**src/hw/zmem_pkg.sv**
```systemverilog
`default_nettype none

package zmem_pkg;

	////////////////////////////////////////////////////////////
	// address widths
	////////////////////////////////////////////////////////////
	localparam int za_w = 16;
	localparam int pa_w = 21;
	localparam int page_w = 8;
	localparam int win_w = 14;
	localparam int n_win = 4;
	localparam int rom_pg_w = 5;

	////////////////////////////////////////////////////////////
	// request path sizing
	////////////////////////////////////////////////////////////
	localparam int fifo_depth = 4;
	localparam int fifo_ptr_w = $clog2(fifo_depth);
	localparam int fifo_cnt_w = $clog2(fifo_depth + 1);
	localparam int credits = 2;
	localparam int cred_w = $clog2(credits + 1);

	// port decode, low address byte
	localparam logic [7:0] port_page_lo = 8'hF7;
	localparam logic [7:0] port_rom_lo = 8'h77;

	// fetch from 3Dxx in ROM enters DOS
	localparam logic [7:0] dos_entry_hi = 8'h3D;

	// reset values
	localparam logic [n_win-1:0] romnram_rst = 4'b0001;
	localparam logic [page_w-1:0] page_rst = '0;

	typedef enum logic [1:0] {
		ZOP_RD,
		ZOP_WR,
		ZOP_M1
	} zop_e;

	// physical address, rom bit, read-not-write
	localparam int zreq_w = pa_w + 2;

endpackage

`default_nettype wire

```
**src/hw/atm_pager.sv**
```systemverilog
`timescale 1ns/1ps
`default_nettype none

module atm_pager #(
	parameter int win_idx = 0
) (
	input wire fclk,
	input wire rst_n,
	input wire port_wr,
	input wire [zmem_pkg::za_w-1:0] port_addr,
	input wire [7:0] port_data,
	input wire mem_req,
	input wire [zmem_pkg::za_w-1:0] mem_addr,
	input var zmem_pkg::zop_e mem_op,
	output logic [zmem_pkg::page_w-1:0] page,
	output logic romnram,
	output logic dos_on,
	output logic dos_off
);

	import zmem_pkg::*;

	logic page_wr;
	logic rom_wr;
	logic m1_hit;

	// page port also carries the window number in the top two bits
	assign page_wr = port_wr && (port_addr[7:0] == port_page_lo) &&
		(port_addr[za_w-1 -: 2] == 2'(win_idx));
	assign rom_wr = port_wr && (port_addr[7:0] == port_rom_lo);

	always_ff @(posedge fclk)
	begin
		if (!rst_n)
		begin
			page <= page_rst;
			romnram <= romnram_rst[win_idx];
		end
		else
		begin
			// pages are kept inverted
			if (page_wr)
				page <= ~port_data;
			if (rom_wr)
				romnram <= port_data[win_idx];
		end
	end

	// opcode fetch in this window
	assign m1_hit = mem_req && (mem_op == ZOP_M1) && (mem_addr[za_w-1 -: 2] == 2'(win_idx));

	assign dos_on = m1_hit && romnram && (mem_addr[za_w-1 -: 8] == dos_entry_hi);
	assign dos_off = m1_hit && !romnram;

endmodule

`default_nettype wire

```
**src/hw/dram_issue.sv**
```systemverilog
`timescale 1ns/1ps
`default_nettype none

module dram_issue (
	input wire fclk,
	input wire rst_n,
	input wire empty,
	input wire [zmem_pkg::zreq_w-1:0] head_data,
	input wire credit_ret,
	output logic pop,
	output logic req_valid,
	output logic [zmem_pkg::pa_w-1:0] req_addr,
	output logic req_rom,
	output logic req_rnw
);

	import zmem_pkg::*;

	logic [cred_w-1:0] cred;

	// issue only with a credit in hand
	assign pop = !empty && (cred != '0);

	always_ff @(posedge fclk)
	begin
		if (!rst_n)
		begin
			cred <= cred_w'(credits);
			req_valid <= 1'b0;
		end
		else
		begin
			req_valid <= pop;
			if (pop && !credit_ret)
				cred <= cred - 1'b1;
			else if (!pop && credit_ret && (cred != cred_w'(credits)))
				cred <= cred + 1'b1;
		end
	end

	// address above the rom and rnw bits
	always_ff @(posedge fclk)
	begin
		if (pop)
		begin
			req_addr <= head_data[zreq_w-1 -: pa_w];
			req_rom <= head_data[1];
			req_rnw <= head_data[0];
		end
	end

endmodule

`default_nettype wire

```
**src/hw/req_fifo.sv**
```systemverilog
`timescale 1ns/1ps
`default_nettype none

module req_fifo (
	input wire fclk,
	input wire rst_n,
	input wire push,
	input wire [zmem_pkg::zreq_w-1:0] push_data,
	input wire pop,
	output logic [zmem_pkg::zreq_w-1:0] head_data,
	output logic empty,
	output logic wait_n
);

	import zmem_pkg::*;

	logic [zreq_w-1:0] mem [fifo_depth];
	logic [fifo_ptr_w-1:0] wr_ptr;
	logic [fifo_ptr_w-1:0] rd_ptr;
	logic [fifo_cnt_w-1:0] count;
	logic do_push;
	logic do_pop;
	logic full;

	assign full = (count == fifo_cnt_w'(fifo_depth));
	assign empty = (count == '0);
	assign wait_n = !full;

	assign do_push = push && !full;
	assign do_pop = pop && !empty;

	// storage
	always_ff @(posedge fclk)
	begin
		if (do_push)
			mem[wr_ptr] <= push_data;
	end

	always_ff @(posedge fclk)
	begin
		if (!rst_n)
		begin
			wr_ptr <= '0;
			rd_ptr <= '0;
			count <= '0;
		end
		else
		begin
			if (do_push)
				wr_ptr <= wr_ptr + 1'b1;
			if (do_pop)
				rd_ptr <= rd_ptr + 1'b1;
			count <= count + fifo_cnt_w'(do_push) - fifo_cnt_w'(do_pop);
		end
	end

	assign head_data = mem[rd_ptr];

endmodule

`default_nettype wire

```
**src/hw/zmem_map.sv**
```systemverilog
`timescale 1ns/1ps
`default_nettype none

module zmem_map (
	input wire fclk,
	input wire rst_n,
	input wire mem_req,
	input wire [zmem_pkg::za_w-1:0] mem_addr,
	input var zmem_pkg::zop_e mem_op,
	input wire [zmem_pkg::n_win-1:0][zmem_pkg::page_w-1:0] pages,
	input wire [zmem_pkg::n_win-1:0] romnram,
	input wire [zmem_pkg::n_win-1:0] dos_on,
	input wire [zmem_pkg::n_win-1:0] dos_off,
	output logic dos,
	output logic [zmem_pkg::pa_w-1:0] map_addr,
	output logic map_rom,
	output logic map_rnw
);

	import zmem_pkg::*;

	logic [1:0] win;
	logic [page_w-1:0] page_sel;
	logic [rom_pg_w-1:0] rom_pg;
	logic [win_w-1:0] offset;

	////////////////////////////////////////////////////////////
	// dos flag
	////////////////////////////////////////////////////////////
	always_ff @(posedge fclk)
	begin
		if (!rst_n)
			dos <= 1'b0;
		else if (mem_req && |dos_on)
			dos <= 1'b1;
		else if (mem_req && |dos_off)
			dos <= 1'b0;
	end

	////////////////////////////////////////////////////////////
	// address translation
	////////////////////////////////////////////////////////////
	assign win = mem_addr[za_w-1 -: 2];
	assign offset = mem_addr[win_w-1:0];
	assign page_sel = pages[win];

	// low rom page bit is forced to 0 inside DOS
	assign rom_pg = {page_sel[4:1], dos ? 1'b0 : page_sel[0]};

	always_comb
	begin
		map_rom = romnram[win];
		if (map_rom)
			map_addr = {{(pa_w - rom_pg_w - win_w){1'b0}}, rom_pg, offset};
		else
			map_addr = {page_sel[pa_w-win_w-1:0], offset};
	end

	assign map_rnw = (mem_op != ZOP_WR);

endmodule

`default_nettype wire

```
**src/hw/zmem_top.sv**
```systemverilog
`timescale 1ns/1ps
`default_nettype none

module zmem_top (
	input wire fclk,
	input wire rst_n,
	input wire port_wr,
	input wire [zmem_pkg::za_w-1:0] port_addr,
	input wire [7:0] port_data,
	input wire mem_req,
	input wire [zmem_pkg::za_w-1:0] mem_addr,
	input var zmem_pkg::zop_e mem_op,
	input wire credit_ret,
	output logic req_valid,
	output logic [zmem_pkg::pa_w-1:0] req_addr,
	output logic req_rom,
	output logic req_rnw,
	output logic wait_n,
	output logic dos
);

	import zmem_pkg::*;

	logic [n_win-1:0][page_w-1:0] pages;
	logic [n_win-1:0] romnram;
	logic [n_win-1:0] dos_on;
	logic [n_win-1:0] dos_off;
	logic [pa_w-1:0] map_addr;
	logic map_rom;
	logic map_rnw;
	logic [zreq_w-1:0] head_data;
	logic empty;
	logic pop;

	////////////////////////////////////////////////////////////
	// window pagers
	////////////////////////////////////////////////////////////
	for (genvar i = 0; i < n_win; i++)
	begin : g_pager
		atm_pager #(.win_idx(i)) i_atm_pager (
			.fclk(fclk), .rst_n(rst_n), .port_wr(port_wr), .port_addr(port_addr),
			.port_data(port_data), .mem_req(mem_req), .mem_addr(mem_addr),
			.mem_op(mem_op), .page(pages[i]), .romnram(romnram[i]),
			.dos_on(dos_on[i]), .dos_off(dos_off[i])
		);
	end

	zmem_map i_zmem_map (
		.fclk(fclk), .rst_n(rst_n), .mem_req(mem_req), .mem_addr(mem_addr),
		.mem_op(mem_op), .pages(pages), .romnram(romnram), .dos_on(dos_on),
		.dos_off(dos_off), .dos(dos), .map_addr(map_addr), .map_rom(map_rom),
		.map_rnw(map_rnw)
	);

	////////////////////////////////////////////////////////////
	// request queue and issue
	////////////////////////////////////////////////////////////
	req_fifo i_req_fifo (
		.fclk(fclk), .rst_n(rst_n), .push(mem_req), .push_data({map_addr, map_rom, map_rnw}),
		.pop(pop), .head_data(head_data), .empty(empty), .wait_n(wait_n)
	);

	dram_issue i_dram_issue (
		.fclk(fclk), .rst_n(rst_n), .empty(empty), .head_data(head_data),
		.credit_ret(credit_ret), .pop(pop), .req_valid(req_valid), .req_addr(req_addr),
		.req_rom(req_rom), .req_rnw(req_rnw)
	);

endmodule

`default_nettype wire

```
**config.mk**
```make
export PLATFORM = sky130hd
export DESIGN_NAME = zmem_top
export DESIGN_NICKNAME = d
export VERILOG_FILES = /design/src/hw/zmem_pkg.sv /design/src/hw/atm_pager.sv /design/src/hw/dram_issue.sv /design/src/hw/req_fifo.sv /design/src/hw/zmem_map.sv /design/src/hw/zmem_top.sv
export SDC_FILE = /design/constraint.sdc
export NUM_CORES = 1
export LEC_CHECK = 0
export ABC_AREA = 1
export BUFFER_PORTS_ARGS = -buffer_cell sky130_fd_sc_hd__buf_2
export CORE_MARGIN = 5
export CORE_UTILIZATION = 42
export DETAILED_ROUTE_END_ITERATION = 16
export HOLD_SLACK_MARGIN = 0.12
export PLACE_DENSITY = 0.7
export RECOVER_POWER = 100
export SYNTH_ARGS = -nofsm -noshare
export SYNTH_HDL_FRONTEND = slang
export SYNTH_SLANG_ARGS = --single-unit
export TNS_END_PERCENT = 30
```
**constraint.sdc**
```tcl
create_clock -name fclk -period 2.5 [get_ports fclk]
set_input_delay 0.125 -clock fclk [delete_from_list [all_inputs] [get_ports fclk]]
set_output_delay 0.125 -clock fclk [all_outputs]
set_load 0.005 [all_outputs]
```
Word-level counts from Yosys, hierarchy flattened
Memory sizes are Yosys's and may differ from the RTL's. A register that Yosys moved wholly into a read port is not among the register bits.
Cells that the tools add are included.
- bits in writable memories: 92
- memories kept: 1
- flip-flop bits (word level): 47
- output and inout port bits: 26
- ROM bits: 0
- word-level logic and storage cells: 95
- bits in latches: 0
- input bits: 47
- divide/modulo/power cells: 0
- reductions and logical operators: 47
- magnitude comparators: 1
- multipliers: 0
- mux-type cells: 12
- eq/ne operators: 13
- add/subtract/negate cells: 6
- bitwise logic cells: 1
- shift operators: 0
- memories (memory ; depth ; bits a word ; rd ports ; clocked after memory_dff ; write ports ; RTL line ; RTL):
    i_req_fifo.mem ; 4 ; 23 ; 1 ; 1 ; 1 ; req_fifo.sv:17 ; logic [zreq_w-1:0] mem [fifo_depth];
- operator list (cell ; number):
    $logic_and A1 B1 Y1 ; 31
    $mux W21 ; 1
    $bmux W8 S2 ; 1
    $eq A2 B2 Y1 const B ; 5
    $eq A8 B6 Y1 const B ; 1
    $eq A8 B7 Y1 const B ; 1
    $eq A8 B8 Y1 const B ; 1
    $logic_not A1 Y1 ; 8
    $not A8 Y8 ; 1
    $reduce_or A4 Y1 ; 2
    $mux W7 ; 1
    $add A2 B1 Y2 const B ; 3
    $mux W1 ; 6
    $reduce_bool A2 Y1 ; 3
    $eq A2 B1 Y1 const B ; 2
    $logic_not A2 Y1 ; 2
    $mux W2 ; 2
    $add A3 B1 Y3 ; 1
    $eq A3 B3 Y1 const B ; 1
    $logic_not A3 Y1 ; 1
    $lt A2 B3 Y1 const B ; 1
    $sub A3 B1 Y3 ; 1
    $bmux W1 S2 ; 1
    $ne A2 B1 Y1 const B ; 1
    2 further kinds ; 2

Depth between registers and ports, before layout
Gate-level depths: netlist of the first run.
- word-level depth: 8
- depth in mapped cells: 12
- depth with buffers taken out: 12

Modules after synthesis
Synthesis of the first run repeated with hierarchy kept, for this count alone.
- cells, all modules: 752
- area, all modules: 7639.8 µm²
- by module, submodules not included (module ; area each (µm²) ; seq. area each (µm²) ; instances ; cells an instance):
    req_fifo ; 4222.8 ; 2942.8 ; 1 ; 289
    atm_pager (g_pager[1].i_atm_pager ...) ; 504.2 ; 180.2 ; 2 ; 82
    dram_issue ; 850.8 ; 750.7 ; 1 ; 48
    atm_pager (g_pager[0].i_atm_pager) ; 551.8 ; 180.2 ; 1 ; 90
    atm_pager (g_pager[3].i_atm_pager) ; 519.2 ; 180.2 ; 1 ; 69
    zmem_map ; 486.7 ; 20.0 ; 1 ; 92

Worst setup path after synthesis of the first run
No wires, ideal clock.
- path type: flip-flop to flip-flop
- start point: register i_req_fifo.count[1]
- end point: register i_req_fifo.count[2]
- library setup time: 0.070 ns
- required time: 2.430 ns
- slack: 0.111 ns
- data arrival time: 2.320 ns
- buffers on the path: 0
- stages on the path, launching flop included: 13
- clock period less this slack: 2.389 ns
- cells stage by stage: dfxtp_1 -> inv_1 -> nand3_1 -> nand2_1 -> inv_1 -> ha_1 -> inv_1 -> ha_1 -> inv_1 -> fa_1 -> inv_1 -> o21ai_0 -> a21oi_1
- word-level cells in the longest chain between the ends: 5
- elaborated cells on any way between the ends: 9
- classes of those cells: 2 x add/sub; 1 x eq/ne; 6 x reduce/logical
- RTL lines (what ; RTL line ; RTL):
    from (decl) ; req_fifo.sv:20 ; logic [fifo_cnt_w-1:0] count;
    from (signal assigned) ; req_fifo.sv:53 ; count <= count + fifo_cnt_w'(do_push) - fifo_cnt_w'(do_pop);
    $logic_not A3 Y1 ; req_fifo.sv:26 ; assign empty = (count == '0);
    $logic_not A1 Y1 ; dram_issue.sv:22 ; assign pop = !empty && (cred != '0);
    $logic_and A1 B1 Y1 ; dram_issue.sv:22 ;
    via i_dram_issue.pop ; dram_issue.sv:10 ; output logic pop,
    $logic_and A1 B1 Y1 ; req_fifo.sv:30 ; assign do_pop = pop && !empty;
    $sub A3 B1 Y3 ; req_fifo.sv:53 ;
The timed path passes the listed nets, and every way through them passes these cells.
A chain may end at the register's enable or synchronous reset.

==> results of run 1 <==
Yosys cell counts:
master	count	area share [%]
nor2_4	4	0.71
buf_6	5	0.88
clkbuf_1	12	0.71
nand2_2	4	0.39
ha_1	6	1.2
dfxtp_1	43	13
inv_2	5	0.29
and2_1	1	0.098
nor2_1	62	3.6
o22ai_1	23	2.3
nand3_2	1	0.16
a22oi_1	10	1.2
nand4_1	30	2.9
nand2_4	1	0.18
xnor2_1	1	0.14
edfxtp_1	115	54
buf_2	6	0.47
inv_1	47	2.8
nand4_2	1	0.20
o211ai_1	1	0.12
fa_1	1	0.31
nand3b_1	1	0.12
nor2_8	2	0.63
o21ai_0	50	3.9
nand3_1	9	0.71
a31oi_1	2	0.20
o21ai_1	3	0.24
nand4_4	2	0.67
nor3_1	2	0.16
a21oi_1	36	2.8
nand2_1	74	4.4
layout by cell type (no fill, tap or decap), drive strengths merged, types with 8 or more instances in the layout:
cell type	instances
o22ai	23
a22oi	10
nand3	10
clkinv	8
a21oi	36
nand4	33
nand2	79
dlygate4sd3	31
dfxtp	43
o21ai	53
inv	52
clkbuf	52
buf	39
nor2	68
edfxtp	115
report_power, final:
part           switching, W  leakage [nW]  internal [W]
Clock              0.000959         0.296       0.00164
Sequential         0.000130          1.39       0.00342
Combinational       0.00118          1.19      0.000541
per-layer routing:
layer | global-route usage, % | up-vias | share of wire [%]
li1 | - | 2184 | -
met5 | 0 | - | 0
met1 | 18.7 | 2204 | 42
met4 | 4.63 | 0 | 1.4
met3 | 5.02 | 18 | 5.9
met2 | 27.4 | 135 | 51
flip-flops by register name (all words and copies together) (netlist names):
name	cells
i_dram_issue.req_rom	1
i_dram_issue.req_addr	21
g_pager.i_atm_pager.romnram	4
i_req_fifo.rd_ptr	2
i_req_fifo.wr_ptr	2
i_zmem_map.dos	1
g_pager.i_atm_pager.page	28
i_dram_issue.req_rnw	1
i_dram_issue.cred	2
i_dram_issue.req_valid	1
i_req_fifo.count	3
i_req_fifo.mem	92
cells by family after synthesis:
| group | count (synthesis) | share of synthesized area [%] |
|---|---|---|
| AOI/OAI and AO/OA | 125 | 10.7 |
| buffers and inverters | 75 | 5.12 |
| adders and majority gates | 7 | 1.49 |
| and+or+nand+nor | 194 | 14.9 |
| DFF | 158 | 67.6 |
| xor gates and xnor gates | 1 | 0.137 |
per-stage QoR:
stage	hold slack [ps]	power, W	std cells
after floorplan	224	0.00463	560
after global placement	339	0.00525	799
after detailed placement	344	0.00533	799
after CTS	125	0.00797	860
after global routing	142	0.00829	860
final	127	0.00787	860
repair_timing:
action | in CTS | in global routing
resized for setup | 0 | 0
hold buffers | 31 | 0
hold endpoints to repair | 100 | 0
cell type report:
cell class | instances | share of cell area (%)
multi-input combinational | 327 | 22.6
inverter | 52 | 2.52
tap | 188 | 3.04
clock inverter | 13 | 2.24
timing repair buffer | 105 | 8.41
clock buffer | 17 | 5.49
sequential | 158 | 55.7
worst paths after layout:
| kind | start | endpoint | slack (ps) | cells past startpoint |
|---|---|---|---|---|
| worst max-delay path | rst_n | g_pager[3].i_atm_pager.romnram | 290 | 6 |
| worst min-delay path | port_addr[7] | g_pager[2].i_atm_pager.romnram | 130 | 4 |
| worst max register to register | i_req_fifo.count[1] | i_req_fifo.count[2] | 430 | 12 |
| worst min register to register | i_dram_issue.cred[1] | i_dram_issue.cred[1] | 450 | 2 |
worst max-delay path: cells and delay by family:
kind                   cells  cell delay, ps
buffers and inverters      4            2150
AO/OA/AOI/OAI              2             290
==> run summary, run 1 <==
Final Critical Period = 2210 ps
largest net degree at the start of global routing = 47
chip width = 133 um
DR vias/cell = 5.28
Peak Freq = 0.452 GHz
Seq cells post-synth = 158
Antenna diodes = 0
initial antenna violation count = 0
smallest setup slack after layout = 289 ps
routability cong. = 0.801
# Max-Cap Violations = 0
post-layout util = 51.5%
Die Y = 133 um
Crit Path Category = input port to register
CORE AREA = 15,000 um^2
CP peak stage delay = 590 ps
Fill cells = 1,280
syn_area_per_cell = 11.4 um^2
placed cell area = 6890 um^2
Die Area = 17,800 um^2
CTS tree = built
Slew HR = 34.7%
Pre-antenna DRT Iters = 7
Multi-input gate area = 1750 um^2
DPL Wire Length = 8.18 mm
layout cells sized above 1 = 14.6%
Max VDD drop = 0.000550 V
first-pass GRT wire length = 22.0 mm
leakage = 2.87 nW
Mapped Cells = 560
vias in the first global route = 4,522
crit path max fanout = 13
synth warn = 0
via count = 4,541
post-synth net total = 614
clk buf depth = 2
pre-CTS WS = 460 ps
cell area power density = 1020 nW/um^2
wire per inst = 15.6 um
row count = 45
Final period util = 88.4%
setup TNS = 0 ps
register area share after synthesis = 67.6%
GRT Residual Overflow = 0
status = complete, no violations
GRT Total Usage = 15.7%
Hold WC Path Type = input port to register
CP endpoint kind = register
clock skew = 8.86 ps
number of routed nets with antenna violations = 0
Final setup viols = 0
Worst-Margin Slew = 979 ps
# DRC = 0
H-tree level count = 4
Clock Sink Count = 158
Most common cell on crit path = dlygate4sd3_1
post-CTS setup buffers = 0
worst skew pair latency = 430 ps
Initial Util = 42.5%
area growth from synthesis to layout = 21.4%
Reg clk slew, reported paths = 60 ps
Worst Path Arrival = 2570 ps
RSZ-0062 raised after global routing = no
synthesized cell area = 6380 um^2
NumNets Final = 715
routed wire length = 13.4 mm
Hold Fails Final Rpt = 0
CP Launch Type = input port
critical-path cell list = dlygate4sd3_1 > clkbuf_1 > o21ai_0 > dlygate4sd3_1 > a21oi_1 > dlygate4sd3_1
I/O Pins = 73
First DRT Iteration DRCs = 294
# port buffers = 65
Req. time, crit path = 2860 ps
Register Area = 4310 um^2
CP max-delay cell = dlygate4sd3_1
post-synth cell types = 31
clock root cell = clkbuf_16
number of buffers created by CTS = 17
max-slew violations = 0
final instance area = 7750 um^2
No activity file was read; power rests on OpenSTA's default activity.
==> inputs of run 2 (changes only) <==
--- a/config.mk
+++ b/config.mk
@@ -5,7 +5,6 @@
 export SDC_FILE = /design/constraint.sdc
 export NUM_CORES = 1
 export LEC_CHECK = 0
-export ABC_AREA = 1
 export BUFFER_PORTS_ARGS = -buffer_cell sky130_fd_sc_hd__buf_2
 export CORE_MARGIN = 5
 export CORE_UTILIZATION = 42
==> run 2 against run 1 <==
Effect of this change:
- hold slack better by 67 ps
- critical path depth grew 3
- clock power about the same
- register-to-register slack got worse by 130 ps
- die area shrank 2.6%
- design area shrank 2.7%
- critical path type is now register to register
- synthesized cell count decreased by 37%
- combinational power fell by 22%
- setup slack better by 8.0 ps
==> run summary, run 2 <==
post-synthesis async set-or-reset flop share = 0% (unchanged)
first-pass GRT wire length = 19.0 mm (was 22.0 mm)
Top reg by flops = i_req_fifo.mem (unchanged)
CP max-delay cell = o32a_2 (was dlygate4sd3_1)
number of synthesized flops with an enable pin = 115 (unchanged)
most common cell after layout, fill and taps aside = edfxtp_1 (unchanged)
post-synthesis adder-cell area fraction = 1.53% (was 1.49%)
Synth Area in Compound Gates = 1.21% (was 10.7%)
CP peak stage delay = 410 ps (was 590 ps)
Worst Path Arrival = 2540 ps (was 2570 ps)
Pre-antenna DRT Iters = 4 (was 7)
Req. time, crit path = 2840 ps (was 2860 ps)
routed wire length = 11.5 mm (was 13.4 mm)
Final Critical Period = 2200 ps (was 2210 ps)
clock root cell = clkbuf_16 (unchanged)
chip width = 132 um (was 133 um)
# Max-Cap Violations = 0 (unchanged)
Mapped Cells = 353 (was 560)
critical-path cell list = o32a_2 > ha_1 > inv_1 > ha_1 > inv_1 > fa_1 > xor2_1 > and2_0 > nor3_1 (was dlygate4sd3_1 > clkbuf_1 > o21ai_0 > dlygate4sd3_1 > a21oi_1 > dlygate4sd3_1)
main combinational cell family by area after synthesis = multiplexers (was simple AND/OR/NAND/NOR gates)
commonest non-fill, non-tap cells in the layout = edfxtp_1, dfxtp_1, nand2_1, clkbuf_1, buf_2 (was edfxtp_1, nand2_1, nor2_1, o21ai_0, inv_1)
CP Launch Type = register (was input port)
Reg2Reg Depth = 9 (was 12)
row count = 44 (was 45)
RSZ-0062 raised after global routing = no (unchanged)
Synth Area in XOR/XNOR = 0.424% (was 0.137%)
Max VDD drop = 0.000567 V (was 0.000550 V)
Peak Freq = 0.454 GHz (was 0.452 GHz)
vias in the first global route = 3,589 (was 4,522)
Synth area leaders = edfxtp_1, dfxtp_1, mux4_2 (was edfxtp_1, dfxtp_1, nand2_1)
# port buffers = 65 (unchanged)
max reg flops = 92 (unchanged)
H-tree level count = 4 (unchanged)
leakage = 2.59 nW (was 2.87 nW)
cell area power density = 993 nW/um^2 (was 1020 nW/um^2)
GRT Total Usage = 14.2% (was 15.7%)
final instance area = 7540 um^2 (was 7750 um^2)
routability cong. = 0.770 (was 0.801)
clock skew = 5.07 ps (was 8.86 ps)
Seq cells post-synth = 158 (unchanged)
layout cells sized above 1 = 23.2% (was 14.6%)
Fill cells = 1,204 (was 1,280)
worst skew pair latency = 420 ps (was 430 ps)
area growth from synthesis to layout = 21.5% (was 21.4%)
Die Y = 132 um (was 133 um)
register area share after synthesis = 69.5% (was 67.6%)
Reg clk slew, reported paths = 60 ps (about the same)
synth warn = 0 (unchanged)
CTS tree = built (unchanged)
max-slew violations = 0 (unchanged)
FF-to-FF setup slack = 300 ps (was 430 ps)
Clock Sink Count = 158 (unchanged)
DPL Wire Length = 7.16 mm (was 8.18 mm)
post-synth net total = 407 (was 614)
DR vias/cell = 5.04 (was 5.28)
CP endpoint kind = register (unchanged)
pre-CTS WS = 272 ps (was 460 ps)
crit path max fanout = 5 (was 13)
Simple-Gate Fraction of Synth Area = 8.98% (was 14.9%)
synthesized cell area = 6200 um^2 (was 6380 um^2)
Final setup viols = 0 (unchanged)
status = complete, no violations (unchanged)
mux contribution to synthesized area = 16.6% (was 0%)
Hold Fails Final Rpt = 0 (unchanged)
placed cell area = 6770 um^2 (was 6890 um^2)
wire per inst = 17.4 um (was 15.6 um)
Top Registers = i_req_fifo.mem (92), g_pager.i_atm_pager.page (28), i_dram_issue.req_addr (21) (unchanged)
top-count cell post-synth = edfxtp_1 (unchanged)
Yosys top cell area share = 55.7% (was 54.1%)
Hold WC Path Type = input port to register (unchanged)
Slew HR = 18.9% (was 34.7%)
Final period util = 88.1% (was 88.4%)
clk buf depth = 2 (unchanged)
First DRT Iteration DRCs = 251 (was 294)
Antenna diodes = 0 (unchanged)
setup TNS = 0 ps (unchanged)
CORE AREA = 14,500 um^2 (was 15,000 um^2)
most frequent cells after synthesis = edfxtp_1, dfxtp_1, nand2_1 (was edfxtp_1, nand2_1, nor2_1)
Die Area = 17,300 um^2 (was 17,800 um^2)
number of routed nets with antenna violations = 0 (unchanged)
Yosys top cell by area = edfxtp_1 (unchanged)
NumNets Final = 516 (was 715)
syn_area_per_cell = 17.6 um^2 (was 11.4 um^2)
smallest setup slack after layout = 297 ps (was 289 ps)
Top FF cell, synth = edfxtp_1 (unchanged)
Crit Path Category = register to register (was input port to register)
Hold Path Cell Cnt = 3 (was 4)
number of buffers created by CTS = 17 (unchanged)
I/O Pins = 73 (unchanged)
Worst-Margin Slew = 1210 ps (was 979 ps)
via count = 3,323 (was 4,541)
# DRC = 0 (unchanged)
Initial Util = 42.7% (was 42.5%)
post-synth cell types = 40 (was 31)
initial antenna violation count = 0 (unchanged)
GRT Residual Overflow = 0 (unchanged)
largest net degree at the start of global routing = 27 (was 47)
## run 2: per-stage QoR
step	power, W	hold WS (ps)	cells	util [%]
after floorplan	0.00444	224	353	-
after detailed placement	0.00502	347	597	46.5
final	0.00749	194	659	51.9
after CTS	0.00767	167	659	52.8
after global routing	0.00787	214	659	51.9
after global placement	0.00497	340	597	46.5
## run 2: critical path: cells and delay by family (launching register included)
kind | cells | cell delay [ps]
AO/OA/AOI/OAI | 1 | 410
XOR/XNOR | 1 | 160
adder cells (fa/ha/maj) | 3 | 800
buffers and inverters | 2 | 110
flip-flops | 1 | 340
AND/OR/NAND/NOR | 2 | 300
## run 2: metal layers
layer	vias to the layer above	GRT usage [%]	part of all wire [%]
li1	1568	-	-
met1	1654	17.1	42
met2	81	23.9	51
met3	20	4.20	4.7
met4	0	6.00	1.9
met5	-	0	0
## run 2: power by group
| group | switching (W) | internal, W | leakage (nW) | total (W) |
|---|---|---|---|---|
| sequential | 0.000175 | 0.00336 | 1.41 | 0.00353 |
| clock | 0.000914 | 0.00169 | 0.296 | 0.00260 |
| combinational | 0.000731 | 0.000621 | 0.878 | 0.00135 |
## run 2: final timing paths
path,endpoint,startpoint
max,i_req_fifo.count[2],i_req_fifo.count[2]
min,g_pager[2].i_atm_pager.page[3],rst_n
max reg2reg,i_req_fifo.count[2],i_req_fifo.count[2]
min reg2reg,g_pager[2].i_atm_pager.page[0],g_pager[2].i_atm_pager.page[0]
## run 2: layout make-up
class	instances	area (um^2)	area share, %
repair buffers	103	633	8.40
clock buffers	23	458	6.07
multi-input cells	172	1720	22.9
flip-flops and latches	158	4310	57.2
well taps	184	230	3.05
inverters	10	37.5	0.498
clock inverters	9	144	1.91
## run 2: kinds of logic (layout without fill, tap and decap cells)
family,Yosys count,count (layout)
flops,158,158
mux,64,64
compound gates,11,11
buf+inv,23,145
xor+xnor,3,3
fa+ha+maj,7,7
simple gates,87,87
## run 2: repair_timing
item	4_1_cts	5_1_grt
hold buffers	30	0
setup buffers	0	0
endpoints found under the hold margin	93	0
resized for setup	0	0
